$ cat src/dispatchPkg.sv
package dispatchPkg;

  // Machine widths
  localparam int unsigned DispatchWidth  = 4;   // Lanes per bundle
  localparam int unsigned NumCheckpoints = 8;   // Branch checkpoints
  localparam int unsigned CheckpointIdW  = 3;
  localparam int unsigned PcW            = 32;
  localparam int unsigned LogRegW        = 5;   // Architectural register index
  localparam int unsigned PhysRegW       = 7;   // Physical register tag
  localparam int unsigned ImmW           = 16;

  // Back-end structure capacities
  localparam int unsigned LsqSize        = 16;  // Entries in each of load and store queue
  localparam int unsigned IssueQueueSize = 32;
  localparam int unsigned ActiveListSize = 96;

  // Occupancy counters carry one extra bit so a full structure is representable
  localparam int unsigned LsqCntW  = $clog2(LsqSize) + 1;
  localparam int unsigned IqCntW   = $clog2(IssueQueueSize) + 1;
  localparam int unsigned AlCntW   = $clog2(ActiveListSize) + 1;
  localparam int unsigned LaneCntW = 3;         // Holds 0 to DispatchWidth

  typedef enum logic [1:0] {
    OP_ALU    = 2'd0,
    OP_LOAD   = 2'd1,
    OP_STORE  = 2'd2,
    OP_BRANCH = 2'd3
  } opcodeT;

  // One bit per unresolved branch the instruction depends on
  typedef logic [NumCheckpoints-1:0] branchMaskT;
  typedef logic [CheckpointIdW-1:0]  checkpointIdT;

  // Instruction as it leaves rename
  typedef struct packed {
    logic [PcW-1:0]      pc;
    opcodeT              opcode;
    logic [LogRegW-1:0]  logicalDest;
    logic [PhysRegW-1:0] physDest;
    logic [PhysRegW-1:0] oldPhysDest;   // Freed when the instruction retires
    logic [PhysRegW-1:0] src1;
    logic [PhysRegW-1:0] src2;
    logic [ImmW-1:0]     immediate;
    branchMaskT          branchMask;
    checkpointIdT        checkpointId;  // Checkpoint taken by a branch
  } renamedInstT;

  // Renamed instruction with its memory flags resolved
  typedef struct packed {
    renamedInstT inst;
    logic        isLoad;
    logic        isStore;
  } dispatchInstT;

  typedef struct packed {
    logic [PcW-1:0]      pc;
    opcodeT              opcode;
    logic [PhysRegW-1:0] src1;
    logic [PhysRegW-1:0] src2;
    logic [PhysRegW-1:0] physDest;
    logic [ImmW-1:0]     immediate;
    branchMaskT          branchMask;
    checkpointIdT        checkpointId;
  } issueqEntryT;

  typedef struct packed {
    logic                isLoad;
    logic                isStore;
    logic [PcW-1:0]      pc;
    logic [LogRegW-1:0]  logicalDest;
    logic [PhysRegW-1:0] physDest;
    logic [PhysRegW-1:0] oldPhysDest;
  } alEntryT;

  typedef struct packed {
    branchMaskT branchMask;
    logic       isStore;
    logic       isLoad;
  } lsqEntryT;

  // Whole bundles, lane 0 in the low slot
  typedef renamedInstT  [DispatchWidth-1:0] renamedBundleT;
  typedef dispatchInstT [DispatchWidth-1:0] dispatchBundleT;
  typedef issueqEntryT  [DispatchWidth-1:0] issueqBundleT;
  typedef alEntryT      [DispatchWidth-1:0] alBundleT;
  typedef lsqEntryT     [DispatchWidth-1:0] lsqBundleT;
  typedef branchMaskT   [DispatchWidth-1:0] branchMaskBundleT;

endpackage
$ cat src/dispatchStage.sv
`timescale 1ns/1ps

module dispatchStage
  import dispatchPkg::*;
(
  input  logic               clk,
  input  logic               arstN_i,
  input  logic               renameReady_i,
  input  logic               flagRecoverEX_i,
  input  logic               ctrlVerified_i,
  input  checkpointIdT       ctrlVerifiedId_i,
  input  renamedBundleT      renamedBundle_i,
  input  logic [LsqCntW-1:0] loadQueueCnt_i,
  input  logic [LsqCntW-1:0] storeQueueCnt_i,
  input  logic [IqCntW-1:0]  issueQueueCnt_i,
  input  logic [AlCntW-1:0]  activeListCnt_i,
  output logic               backEndReady_o,       // Bundle taken at this edge
  output logic               stallFrontEnd_o,      // Rename must hold its bundle
  output branchMaskBundleT   updatedBranchMask_o,  // Written back into the held bundle
  output logic               dispatchValid_o,
  output issueqBundleT       issueqBundle_o,
  output alBundleT           alBundle_o,
  output lsqBundleT          lsqBundle_o
);

  dispatchBundleT      decodedBundle;
  logic [LaneCntW-1:0] loadCnt;
  logic [LaneCntW-1:0] storeCnt;

  dispatchDecode dispatchDecode_inst (
    .ctrlVerified_i   (ctrlVerified_i),
    .ctrlVerifiedId_i (ctrlVerifiedId_i),
    .renamedBundle_i  (renamedBundle_i),
    .decodedBundle_o  (decodedBundle),
    .loadCnt_o        (loadCnt),
    .storeCnt_o       (storeCnt)
  );

  resourceCheck resourceCheck_inst (
    .renameReady_i   (renameReady_i),
    .flagRecoverEX_i (flagRecoverEX_i),
    .loadCnt_i       (loadCnt),
    .storeCnt_i      (storeCnt),
    .loadQueueCnt_i  (loadQueueCnt_i),
    .storeQueueCnt_i (storeQueueCnt_i),
    .issueQueueCnt_i (issueQueueCnt_i),
    .activeListCnt_i (activeListCnt_i),
    .stallFrontEnd_o (stallFrontEnd_o),
    .backEndReady_o  (backEndReady_o)
  );

  // Ready doubles as the capture enable
  dispatchRegister dispatchRegister_inst (
    .clk             (clk),
    .arstN_i         (arstN_i),
    .dispatchEn_i    (backEndReady_o),
    .decodedBundle_i (decodedBundle),
    .dispatchValid_o (dispatchValid_o),
    .issueqBundle_o  (issueqBundle_o),
    .alBundle_o      (alBundle_o),
    .lsqBundle_o     (lsqBundle_o)
  );

  for (genvar lane = 0; lane < DispatchWidth; lane++) begin : genMaskOut
    assign updatedBranchMask_o[lane] = decodedBundle[lane].inst.branchMask;
  end

endmodule

$ cat src/dispatchRegister.sv
`timescale 1ns/1ps

module dispatchRegister
  import dispatchPkg::*;
(
  input  logic           clk,
  input  logic           arstN_i,
  input  logic           dispatchEn_i,     // Bundle accepted this cycle
  input  dispatchBundleT decodedBundle_i,
  output logic           dispatchValid_o,  // Packets below are new this cycle
  output issueqBundleT   issueqBundle_o,
  output alBundleT       alBundle_o,
  output lsqBundleT      lsqBundle_o
);

  dispatchBundleT heldBundle;

  // Valid lasts one cycle per accepted bundle
  always_ff @(posedge clk or negedge arstN_i) begin
    if (!arstN_i) begin
      dispatchValid_o <= 1'b0;
    end else begin
      dispatchValid_o <= dispatchEn_i;
    end
  end

  // Packets read as zero until the first bundle lands
  always_ff @(posedge clk or negedge arstN_i) begin
    if (!arstN_i) begin
      heldBundle <= '0;
    end else if (dispatchEn_i) begin
      heldBundle <= decodedBundle_i;
    end
  end

  // Issue queue gets what it needs to wake up and execute
  always_comb begin
    for (int lane = 0; lane < DispatchWidth; lane++) begin
      issueqBundle_o[lane].pc           = heldBundle[lane].inst.pc;
      issueqBundle_o[lane].opcode       = heldBundle[lane].inst.opcode;
      issueqBundle_o[lane].src1         = heldBundle[lane].inst.src1;
      issueqBundle_o[lane].src2         = heldBundle[lane].inst.src2;
      issueqBundle_o[lane].physDest     = heldBundle[lane].inst.physDest;
      issueqBundle_o[lane].immediate    = heldBundle[lane].inst.immediate;
      issueqBundle_o[lane].branchMask   = heldBundle[lane].inst.branchMask;
      issueqBundle_o[lane].checkpointId = heldBundle[lane].inst.checkpointId;
    end
  end

  // Active list keeps the mapping needed for retire and rollback
  always_comb begin
    for (int lane = 0; lane < DispatchWidth; lane++) begin
      alBundle_o[lane].isLoad      = heldBundle[lane].isLoad;
      alBundle_o[lane].isStore     = heldBundle[lane].isStore;
      alBundle_o[lane].pc          = heldBundle[lane].inst.pc;
      alBundle_o[lane].logicalDest = heldBundle[lane].inst.logicalDest;
      alBundle_o[lane].physDest    = heldBundle[lane].inst.physDest;
      alBundle_o[lane].oldPhysDest = heldBundle[lane].inst.oldPhysDest;
    end
  end

  // LSQ only allocates for memory lanes but sees every lane
  always_comb begin
    for (int lane = 0; lane < DispatchWidth; lane++) begin
      lsqBundle_o[lane].branchMask = heldBundle[lane].inst.branchMask;
      lsqBundle_o[lane].isStore    = heldBundle[lane].isStore;
      lsqBundle_o[lane].isLoad     = heldBundle[lane].isLoad;
    end
  end

endmodule

$ cat src/resourceCheck.sv
`timescale 1ns/1ps

module resourceCheck
  import dispatchPkg::*;
(
  input  logic                renameReady_i,    // Rename holds a full bundle
  input  logic                flagRecoverEX_i,  // Mispredict recovery in progress
  input  logic [LaneCntW-1:0] loadCnt_i,
  input  logic [LaneCntW-1:0] storeCnt_i,
  input  logic [LsqCntW-1:0]  loadQueueCnt_i,
  input  logic [LsqCntW-1:0]  storeQueueCnt_i,
  input  logic [IqCntW-1:0]   issueQueueCnt_i,
  input  logic [AlCntW-1:0]   activeListCnt_i,
  output logic                stallFrontEnd_o,
  output logic                backEndReady_o
);

  // Projected occupancies, one bit wider so the sum cannot wrap
  logic [LsqCntW:0] loadSum;
  logic [LsqCntW:0] storeSum;
  logic [IqCntW:0]  issueSum;
  logic [AlCntW:0]  alSum;
  logic             loadFull;
  logic             storeFull;
  logic             issueFull;
  logic             alFull;

  assign loadSum  = {1'b0, loadQueueCnt_i} + (LsqCntW + 1)'(loadCnt_i);
  assign storeSum = {1'b0, storeQueueCnt_i} + (LsqCntW + 1)'(storeCnt_i);
  // Every lane takes an issue queue slot and an active list slot
  assign issueSum = {1'b0, issueQueueCnt_i} + (IqCntW + 1)'(DispatchWidth);
  assign alSum    = {1'b0, activeListCnt_i} + (AlCntW + 1)'(DispatchWidth);

  assign loadFull  = (loadSum > (LsqCntW + 1)'(LsqSize));
  assign storeFull = (storeSum > (LsqCntW + 1)'(LsqSize));
  assign issueFull = (issueSum > (IqCntW + 1)'(IssueQueueSize));
  assign alFull    = (alSum > (AlCntW + 1)'(ActiveListSize));

  // Stall depends on capacity alone so rename keeps its bundle during recovery too
  assign stallFrontEnd_o = loadFull | storeFull | issueFull | alFull;
  assign backEndReady_o  = renameReady_i & ~flagRecoverEX_i & ~stallFrontEnd_o;

endmodule

$ cat src/dispatchDecode.sv
`timescale 1ns/1ps

module dispatchDecode
  import dispatchPkg::*;
(
  input  logic                ctrlVerified_i,    // A branch resolved correctly
  input  checkpointIdT        ctrlVerifiedId_i,  // Its checkpoint
  input  renamedBundleT       renamedBundle_i,
  output dispatchBundleT      decodedBundle_o,
  output logic [LaneCntW-1:0] loadCnt_o,
  output logic [LaneCntW-1:0] storeCnt_o
);

  // The verified branch no longer guards any lane, so its bit is dropped
  // from every mask before the bundle goes anywhere
  always_comb begin
    for (int lane = 0; lane < DispatchWidth; lane++) begin
      decodedBundle_o[lane].inst    = renamedBundle_i[lane];
      decodedBundle_o[lane].isLoad  = (renamedBundle_i[lane].opcode == OP_LOAD);
      decodedBundle_o[lane].isStore = (renamedBundle_i[lane].opcode == OP_STORE);
      if (ctrlVerified_i) begin
        decodedBundle_o[lane].inst.branchMask[ctrlVerifiedId_i] = 1'b0;
      end
    end
  end

  // Memory operations in this bundle
  always_comb begin
    loadCnt_o  = '0;
    storeCnt_o = '0;
    for (int lane = 0; lane < DispatchWidth; lane++) begin
      loadCnt_o  = loadCnt_o + LaneCntW'(decodedBundle_o[lane].isLoad);
      storeCnt_o = storeCnt_o + LaneCntW'(decodedBundle_o[lane].isStore);
    end
  end

endmodule

$ cat config.mk
export PLATFORM = sky130hd
export DESIGN_NAME = dispatchStage
export DESIGN_NICKNAME = d
export VERILOG_FILES = /design/src/dispatchPkg.sv /design/src/dispatchStage.sv /design/src/dispatchRegister.sv /design/src/resourceCheck.sv /design/src/dispatchDecode.sv
export SDC_FILE = /design/constraint.sdc
export NUM_CORES = 1
export LEC_CHECK = 0
export ABC_CLOCK_PERIOD_IN_PS = 4200
export BUFFER_PORTS_ARGS = -buffer_cell sky130_fd_sc_hd__buf_4
export CAP_MARGIN = 20
export CORE_AREA = 2 2 399 401
export DETAILED_ROUTE_END_ITERATION = 10
export DIE_AREA = 0 0 401 403
export PLACE_DENSITY_LB_ADDON = 0.1
export SLEW_MARGIN = 20
export SYNTH_ARGS = -nofsm -noshare
export SYNTH_HDL_FRONTEND = slang
export SYNTH_SLANG_ARGS = --single-unit
$ cat constraint.sdc
create_clock -name clk -period 4.2 [get_ports clk]
set_input_delay 0.42 -clock clk [delete_from_list [all_inputs] [get_ports clk]]
set_output_delay 0.42 -clock clk [all_outputs]
set_load 0.005 [all_outputs]
Word-level counts from Yosys, hierarchy flattened --
Index checks and enable logic that the tools add are counted.
Word-level totals: register bits 385, bits of input ports 408, output and inout bits 615
Cells by class: $add $sub $neg 10, $lt $le $gt $ge 6, equality and inequality tests 8, multiplexer cells 6, bitwise logic cells 12, reductions and logical operators 1
Operators with widths (count):
- $and A8 B8 Y8 | 4
- $mux W8 | 4
- $add A3 B1 Y3 | 4
- $add A5 B3 Y6 | 2
- $gt A6 B5 Y1 const B | 2
- $add A8 B3 Y9 const B | 1
- $gt A9 B7 Y1 const B | 1
- $eq A2 B1 Y1 const B | 4
- $eq A2 B2 Y1 const B | 4
- $not A8 Y8 | 1
- $add A6 B3 Y7 const B | 1
- $gt A7 B6 Y1 const B | 1
- $add A1 B1 Y2 | 2
- $lt A3 B4 Y1 const B | 1
- $demux W1 S3 | 1
- $ge A3 B1 Y1 const B | 1
- $or A1 B1 Y1 | 3
- $and A1 B1 Y1 | 2
- $not A1 Y1 | 2
- $logic_and A1 B1 Y1 | 1
- $mux W1 | 1

Depth between registers and ports, before layout --
Gate-level depths: netlist of run 1.
word-level depth 11, mapped depth 16

By module --
Synthesis of run 1 repeated with hierarchy kept, for this count alone.
Unflattened totals: cells, all modules 1460, area, all modules 20747.4 um2
By module, submodules not included:
- dispatchRegister | times used 1, cells each 1008, area an instance 17311.6 um2, seq. area each 9634.2 um2
- dispatchDecode | times used 1, cells each 408, area an instance 3095.5 um2, seq. area each 0.0 um2
- resourceCheck | times used 1, cells each 44, area an instance 340.3 um2, seq. area each 0.0 um2

Worst setup path before layout of run 1 --
Ideal clock, no wire load.
path type input-to-reg, start input port renamedBundle_i[154] (netlist bit), end register dispatchRegister_inst.heldBundle, in the netlist dispatchRegister_inst.alBundle_o[166], library setup time 0.125 ns, arrival 3.615 ns, data required time 4.075 ns, path slack 0.460 ns, cell stages on the path 15, cells stage by stage nor2b_1 -> ha_1 -> inv_1 -> fa_1 -> inv_1 -> ha_1 -> inv_1 -> fa_1 -> xnor2_1 -> nor4_1 -> a311oi_1 -> nor4b_4 -> buf_2 -> buf_2 -> mux2_2
On the way: longest elaborated chain between the ends 11
Ends and longest elaborated chain:
- from (decl) | RTL line dispatchStage.sv:12 | input renamedBundleT renamedBundle_i,
- $eq A2 B1 Y1 or $eq A2 B2 Y1 (tied branches) | RTL line dispatchDecode.sv:19, dispatchDecode.sv:20
- $add A1 B1 Y2 (on tied branches) | RTL line dispatchDecode.sv:32, dispatchDecode.sv:33
- $add A3 B1 Y3 (on tied branches) (2 in a row) | RTL line dispatchDecode.sv:32, dispatchDecode.sv:33
- $add A5 B3 Y6 (on tied branches) | RTL line resourceCheck.sv:28, resourceCheck.sv:29
- $gt A6 B5 Y1 (on tied branches) | RTL line resourceCheck.sv:34, resourceCheck.sv:35
- $or A1 B1 Y1 (*) (3 in a row) | RTL line resourceCheck.sv:40 | assign stallFrontEnd_o = loadFull | storeFull | issueFull | alFull;
- $not A1 Y1 (*) | RTL line resourceCheck.sv:41 | assign backEndReady_o = renameReady_i & ~flagRecoverEX_i & ~stallFrontEnd_o;
- $and A1 B1 Y1 (*) | RTL line resourceCheck.sv:41
- named net backEndReady_o | RTL line dispatchStage.sv:17 | output logic backEndReady_o,
- to (signal assigned) | RTL line dispatchRegister.sv:32 | heldBundle <= decodedBundle_i;
- to (decl) | RTL line dispatchRegister.sv:16 | dispatchBundleT heldBundle;
The timed path passes the listed nets; every way through them passes the cells marked *. A chain may end at the register's enable or synchronous reset.

==> results.sh, run 1 <==
export IMPL_worstMarginPinSlew_ns=1.15
export IMPL_path_clk_slew_ns=0.06
export IMPL_cts_root_buffer="clkbuf_16"
export IMPL_worst_ep_required_time_ns=3.78
export IMPL_status="complete, no violations"
export IMPL_core_mm2=0.157
export IMPL_path_cells="buf_4 -> nor2b_2 -> ha_1 -> inv_1 -> fa_1 -> inv_1 -> ha_1 -> inv_1 -> fa_2 -> xnor2_1 -> nor4_2 -> a311oi_2 -> nor4b_4 -> buf_12 -> buf_16 -> buf_4"
export IMPL_endpoint_kind="primary output"
export IMPL_synth_cell_types=32
export IMPL_viasPerCell=3.05
export IMPL_row_count=146
export IMPL_finClkSkew_ns=0
export IMPL_initialDrtViolationCount=321
export IMPL_synth_cells=1153
export IMPL_timing_max_cap_violations=0
export IMPL_vdd_drop_max_mv=0.281
export IMPL_fin_crit_ns=3.95
export IMPL_cp_slowest_stage_delay_ns=0.41
export IMPL_hp_class="input port to register"
export IMPL_antenna_found_initial=15
export IMPL_fmax_mhz=253
export IMPL_die_area_mm2=0.162
export IMPL_synth_top_area_share_pct=57.8
export IMPL_numCtsBuffers=57
export IMPL_synthTopCellsByArea="dfrtp_1 (58%), mux2_2 (26%), buf_4 (10%)"
export IMPL_hold_violations=0
export IMPL_wire_per_inst_um=18.1
export IMPL_ys_seq_area_share_pct=57.8
export IMPL_drc=0
export IMPL_path_max_fanout=14
export IMPL_utilization_pct=19.7
export IMPL_gp_routability_congestion=0.743
export IMPL_grt_overflow_total=0
export IMPL_clock_sinks=385
export IMPL_cts_max_level=2
export IMPL_syn_cell_area_mm2=0.0167
export IMPL_antenna_left=0
export IMPL_area_growth_pct=85.6
export IMPL_drive_above_1_share_pct=64.5
export IMPL_slowest_stage="fa_1"
export IMPL_dpl_cell_count=4025
export IMPL_clk_latency_ns=0.63
export IMPL_vias=13658
export IMPL_fp_dieH_um=403
export IMPL_synth_fp_nets=1575
export IMPL_critPathLaunchType="input port"
export IMPL_grt_max_degree=86
export IMPL_port_buffer_count=1022
export IMPL_yosysTopAreaCell="dfrtp_1"
export IMPL_timing_final_crit_share_pct=94.0
export IMPL_hold_ws_ns=0.0855
export IMPL_nets=2781
export IMPL_postSynthAreaPerCell_um2=14.5
export IMPL_fp_dieW_um=401
export IMPL_place_hpwl_um=64300
export IMPL_path_class="input port to primary output"
export IMPL_fin_setup_tns_ns=0
export IMPL_regToRegSetupSlack_ns=3.26
export IMPL_track_usage_pct=9.59
export IMPL_initial_core_util_pct=10.6
export IMPL_io_pins=1023
export IMPL_slew_headroom_pct=23.2
export IMPL_worstPathArrival_ns=3.53
export IMPL_final_cells=4480
export IMPL_final_max_slew_viol_count=0
export IMPL_ys_ff_latch=385
export IMPL_cellPowerDensity_mw_per_mm2=486
export IMPL_cpMostUsedCell="inv_1"
export IMPL_grt_pass1_vias=14881
export IMPL_wl_um=80900
export IMPL_dr_pass1_iters=4
export IMPL_finalSetupViolCount=0
export IMPL_grt_pass1_wl_um=112000
export IMPL_ys_warn_count=0
export IMPL_grt_setup_unrepaired="no"
export IMPL_tritoncts="yes"
export IMPL_leakagePower_uw=0.0149
export IMPL_cts_buffer_depth=3
cells by family (layout without fill, tap and decap cells):
logic type                 Yosys count  count (layout)  share of synthesized area, %
other                                0               5                             0
xor gates and xnor gates             4               4                         0.210
and+or+nand+nor                     70              70                          2.63
AOI/OAI and AO/OA                   10              10                         0.398
DFF                                385             385                          57.8
adders and majority gates           14              14                          1.23
muxes                              384             384                          25.9
buffers and inverters              286            1536                          11.9
state kept, by name, summed over array words and instances (netlist names):
signal                                 flops
dispatchRegister_inst.alBundle_o         212
dispatchRegister_inst.issueqBundle_o     172
dispatchRegister_inst.dispatchValid_o      1
synth_stat cells:
library cell and number:
dfrtp_1 385, mux2_2 378, buf_4 228, buf_2 39, nor2b_1 22, and2_1 16, inv_1 16, ha_1 10
nand2b_1 8, nor2_1 5, fa_1 4, mux2i_1 4, nand2_1 4, clkbuf_1 3, nand3_1 3, nand4b_1 3
a21oi_1 2, a311oi_1 2, a31oi_1 2, mux2_1 2, nor3_1 2, nor3b_1 2, nor4_1 2, xnor2_1 2
xor2_1 2, and4_1 1, nand4_1 1, nor4b_4 1, o2111ai_1 1, o21ai_0 1, o21ai_1 1, o31ai_1 1
path summary, 6_finish.rpt:
| path | startpoint | endpoint | cells past startpoint |
|---|---|---|---|
| min in group asynchronous | arstN_i | dispatchRegister_inst.alBundle_o[119] | 2 |
| max | renamedBundle_i[154] | backEndReady_o | 16 |
| min | renamedBundle_i[32] | dispatchRegister_inst.issueqBundle_o[39] | 2 |
| max reg2reg | dispatchRegister_inst.alBundle_o[51] | dispatchRegister_inst.alBundle_o[51] | 1 |
| min reg2reg | dispatchRegister_inst.alBundle_o[176] | dispatchRegister_inst.alBundle_o[176] | 1 |
| max in group asynchronous | arstN_i | dispatchRegister_inst.alBundle_o[147] | 3 |
layout make-up:
type | instances | area (um^2)
antenna | 5 | 12.5
clock buffer | 83 | 1670
clock inverter | 20 | 200
fill | 17210 | 127000
inverter | 16 | 60.1
multi-input combinational | 482 | 5100
sequential | 385 | 9630
tap | 2072 | 2590
timing repair buffer | 1417 | 11700
where the power goes:
part           leakage, uW  switching [uW]  total [uW]  internal, uW
clock             0.000913            1930        4840          2910
sequential         0.00502             898        5620          4730
combinational      0.00902            1560        4580          3020
placed cells by master, fill, tap and decap left out, types with 3 or more instances in the layout:
cell              n
and2_1           16
buf_12           10
buf_4          1061
bufinv_16         3
clkbuf_1         13
clkbuf_16        59
clkbuf_8         12
clkinv_2         11
clkinvlp_4        4
dfrtp_1         385
diode_2           5
dlygate4sd3_1   342
fa_1              3
ha_1             10
inv_1            16
mux2_2          378
mux2i_1           4
nand2_1           4
nand2b_1          8
nand3_1           3
nand4b_1          3
nor2_1            5
nor2b_1          20
metal layers:
layer / track usage, % / part of all wire [%]
met1: 10.8 / 38
met2: 17.2 / 52
met3: 3.01 / 7.4
met4: 2.91 / 2.6
met5: 0 / 0
stage by stage:
step | total power, uW | area, um^2 | setup slack (ns)
4_1_cts | 15500 | 30900 | 0.0600
3_3_place_gp | 10100 | 25500 | -0.0203
5_1_grt | 16000 | 30900 | 0.00162
6_report | 15000 | 31000 | 0.251
2_1_floorplan | 7230 | 16700 | 0.460
3_5_place_dp | 10100 | 25500 | -0.101
critical path, delay by kind of cell:
kind	cells	cell delay, ns
adder cells (fa/ha/maj)	4	1.21
AND/OR/NAND/NOR	3	0.84
buffers and inverters	7	0.78
XOR/XNOR	1	0.16
AO/OA/AOI/OAI	1	0.11
timing repair:
item / in CTS / in global routing
endpoints found under the hold margin: 415 / 0
pin swaps: 1 / 3
hold buffers: 342 / 0
gates cloned: 1 / 1
setup endpoints to repair: 1 / 1
gates resized for setup: 2 / 6
buffers inserted: 0 / 3
Note: power is estimated with default switching activity, not from simulation.
==> inputs of run 2 (changes only) <==
--- a/config.mk
+++ b/config.mk
@@ -8,11 +8,12 @@
 export ABC_CLOCK_PERIOD_IN_PS = 4200
 export BUFFER_PORTS_ARGS = -buffer_cell sky130_fd_sc_hd__buf_4
 export CAP_MARGIN = 20
-export CORE_AREA = 2 2 399 401
+export CORE_AREA = 2 2 394 396
 export DETAILED_ROUTE_END_ITERATION = 10
-export DIE_AREA = 0 0 401 403
+export DIE_AREA = 0 0 396 398
 export PLACE_DENSITY_LB_ADDON = 0.1
 export SLEW_MARGIN = 20
 export SYNTH_ARGS = -nofsm -noshare
 export SYNTH_HDL_FRONTEND = slang
+export SYNTH_HIERARCHICAL = 1
 export SYNTH_SLANG_ARGS = --single-unit
==> run 2 against run 1 <==
Net effect:
- final area is 4.8% higher
- power is 5.1% higher
- routed wire length is 6.3% higher
- sequential power is 2% higher
- setup slack worse by 0.057 ns
- synthesized area is 24% higher
- first-iteration DRC count is 1.9% lower
- critical path type unchanged
- flip-flop and latch count stayed put
- synthesized cell count is 27% higher
- global-route usage is 0.86 points higher
- critical path depth is 2 lower
==> results.sh, run 2 <==
export IMPL_initialDrtViolationCount=315
export IMPL_initial_core_util_pct=13.5
export IMPL_final_cell_mix="buf_4 (1,070), dfrtp_1 (385), mux2_4 (360)"
export IMPL_dr_pass1_iters=5
export IMPL_numCtsBuffers=56
export IMPL_syn_cell_area_mm2=0.0207
export IMPL_antenna_found_initial=11
export IMPL_grt_max_degree=89
export IMPL_synth_cells=1460
export IMPL_reg2reg_depth=1
export IMPL_row_count=144
export IMPL_hold_violations=0
export IMPL_path_class="input port to primary output"
export IMPL_fp_dieH_um=398
export IMPL_slew_headroom_pct=28.7
export IMPL_viasPerCell=3.06
export IMPL_p_total_uw=15800
export IMPL_die_area_mm2=0.158
export IMPL_gp_routability_congestion=0.760
export IMPL_worst_ep_required_time_ns=3.78
export IMPL_layout_commonest_cell="buf_4"
export IMPL_holdPathEnd="dispatchRegister_inst/alBundle_o[182]"
export IMPL_min_delay_path_depth=2
export IMPL_port_buffer_count=1022
export IMPL_synth_fp_nets=1882
export IMPL_min_from="renamedBundle_i[348]"
export IMPL_cts_root_buffer="clkbuf_16"
export IMPL_largest_reg_flops=212
export IMPL_clk_latency_ns=0.63
export IMPL_track_usage_pct=10.4
export IMPL_ys_warn_count=6
export IMPL_hp_class="input port to register"
export IMPL_synth_edf_count=0
export IMPL_cellPowerDensity_mw_per_mm2=488
export IMPL_area_growth_pct=56.3
export IMPL_regToRegSetupSlack_ns=3.26
export IMPL_fmax_mhz=250
export IMPL_path_max_fanout=2
export IMPL_final_max_slew_viol_count=0
export IMPL_async_flop_share_pct=100
export IMPL_timing_final_crit_share_pct=95.4
export IMPL_critPathLaunchType="input port"
export IMPL_wl_um=86100
export IMPL_path_clk_slew_ns=0.05
export IMPL_finalSetupViolCount=0
export IMPL_finClkSkew_ns=0
export IMPL_io_pins=1023
export IMPL_worstPathArrival_ns=3.59
export IMPL_cts_buffer_depth=3
export IMPL_hold_ws_ns=0.0783
export IMPL_synthTopCellsByArea="dfrtp_1 (46%), mux2_4 (26%), buf_4 (20%)"
export IMPL_drc=0
export IMPL_drive_above_1_share_pct=66.1
export IMPL_vias=13624
export IMPL_clock_sinks=385
export IMPL_timing_max_cap_violations=0
export IMPL_tritoncts="yes"
export IMPL_reg2reg_from="dispatchRegister_inst/issueqBundle_o[251]"
export IMPL_fin_crit_ns=4.01
export IMPL_place_hpwl_um=69100
export IMPL_yosysMostFrequentCell="buf_4"
export IMPL_core_mm2=0.153
export IMPL_grt_pass1_vias=15140
export IMPL_antenna_left=0
export IMPL_postSynthAreaPerCell_um2=14.2
export IMPL_grt_setup_unrepaired="no"
export IMPL_status="complete, no violations"
export IMPL_wire_per_inst_um=19.3
export IMPL_grt_pass1_wl_um=118000
export IMPL_yosysTopAreaCell="dfrtp_1"
export IMPL_synth_top_area_share_pct=46.4
export IMPL_grt_overflow_total=0
export IMPL_ys_flop_type="dfrtp_1"
export IMPL_leakagePower_uw=0.0157
export IMPL_ys_ff_latch=385
export IMPL_fp_dieW_um=396
export IMPL_synth_commonest_cells="buf_4 (540), dfrtp_1 (385), mux2_4 (360), buf_6 (28), mux2_2 (24)"
export IMPL_worstMarginPinSlew_ns=1.07
export IMPL_r2r_end="dispatchRegister_inst/issueqBundle_o[251]"
export IMPL_nets=2787
export IMPL_ys_seq_area_share_pct=46.4
export IMPL_synth_cell_types=36
export IMPL_vdd_drop_max_mv=0.235
export IMPL_endpoint_kind="primary output"
export IMPL_cts_max_level=2
run 2: power by group:
group / internal, uW / switching, uW
clock network: 2860 / 1890
registers: 4760 / 1000
logic: 3660 / 1650
run 2: final cells by class:
class	count	area [um^2]
clock inverters	16	169
repair buffers	1430	11800
multi-input cells	482	6540
flip-flops and latches	385	9630
fillers	16558	121000
clock buffers	82	1640
well taps	2044	2560
inverters	10	37.5
diodes	2	5.00
run 2: worst max path at each step:
stage	startpoint	endpoint	cells after the start
after global placement	renamedBundle_i[155]	dispatchRegister_inst/issueqBundle_o[255]	16
final	renamedBundle_i[61]	backEndReady_o	14
after floorplan	renamedBundle_i[155]	dispatchRegister_inst/alBundle_o[0]	15
after global routing	renamedBundle_i[60]	backEndReady_o	17
after CTS	renamedBundle_i[60]	backEndReady_o	17
after detailed placement	renamedBundle_i[155]	dispatchRegister_inst/alBundle_o[12]	16
run 2: critical path, stage by stage:
cell and delay [ns]:
buf_4 0.12, nor2b_2 0.13, inv_1 0.10, fa_1 0.49, inv_1 0.04, ha_1 0.17, ha_1 0.33, fa_2 0.45
or3_1 0.42, o21ai_1 0.16, nand4_1 0.18, nor4b_4 0.29, buf_6 0.16, buf_4 0.10
run 2: per-layer routing:
metal,vias up,wire length [um],GRT usage (%)
met3,105,6260,3.17
met2,580,44600,18.9
met1,6791,33200,11.7
met5,-,40,0
met4,6,2000,2.90
li1,6142,-,-
run 2: logic make-up (layout without fill, tap and decap cells):
| kind of cell | count (synthesis) | after routing | share of synthesized area (%) |
|---|---|---|---|
| AOI/OAI and AO/OA | 14 | 14 | 0.446 |
| other | 0 | 2 | 0 |
| muxes | 384 | 384 | 27.4 |
| xor gates and xnor gates | 2 | 2 | 0.0844 |
| and+or+nand+nor | 68 | 68 | 2.41 |
| adders and majority gates | 14 | 14 | 0.989 |
| buffers and inverters | 593 | 1538 | 22.3 |
| DFF | 385 | 385 | 46.4 |
run 2: per-stage QoR:
step	area [um^2]	setup TNS, ns	setup slack [ns]	std cells	utilization (%)
after floorplan	20700	0	0.125	1460	-
final	32400	0	0.195	4451	21.1
after detailed placement	27200	-159.34	-0.489	4010	17.7
after global routing	32400	0	0.0395	4450	21.1
after CTS	32400	0	0.00930	4449	21.1
after global placement	27200	-188.65	-0.561	4010	17.7
run 2: what timing repair did:
| action | 4_1_cts | 5_1_grt |
|---|---|---|
| pin swaps | 2 | 3 |
| buffers inserted | 4 | 0 |
| hold buffers | 338 | 0 |
| endpoints found under the hold margin | 406 | 0 |
| endpoints found under the setup margin | 1 | 9 |
| gates resized for setup | 4 | 8 |
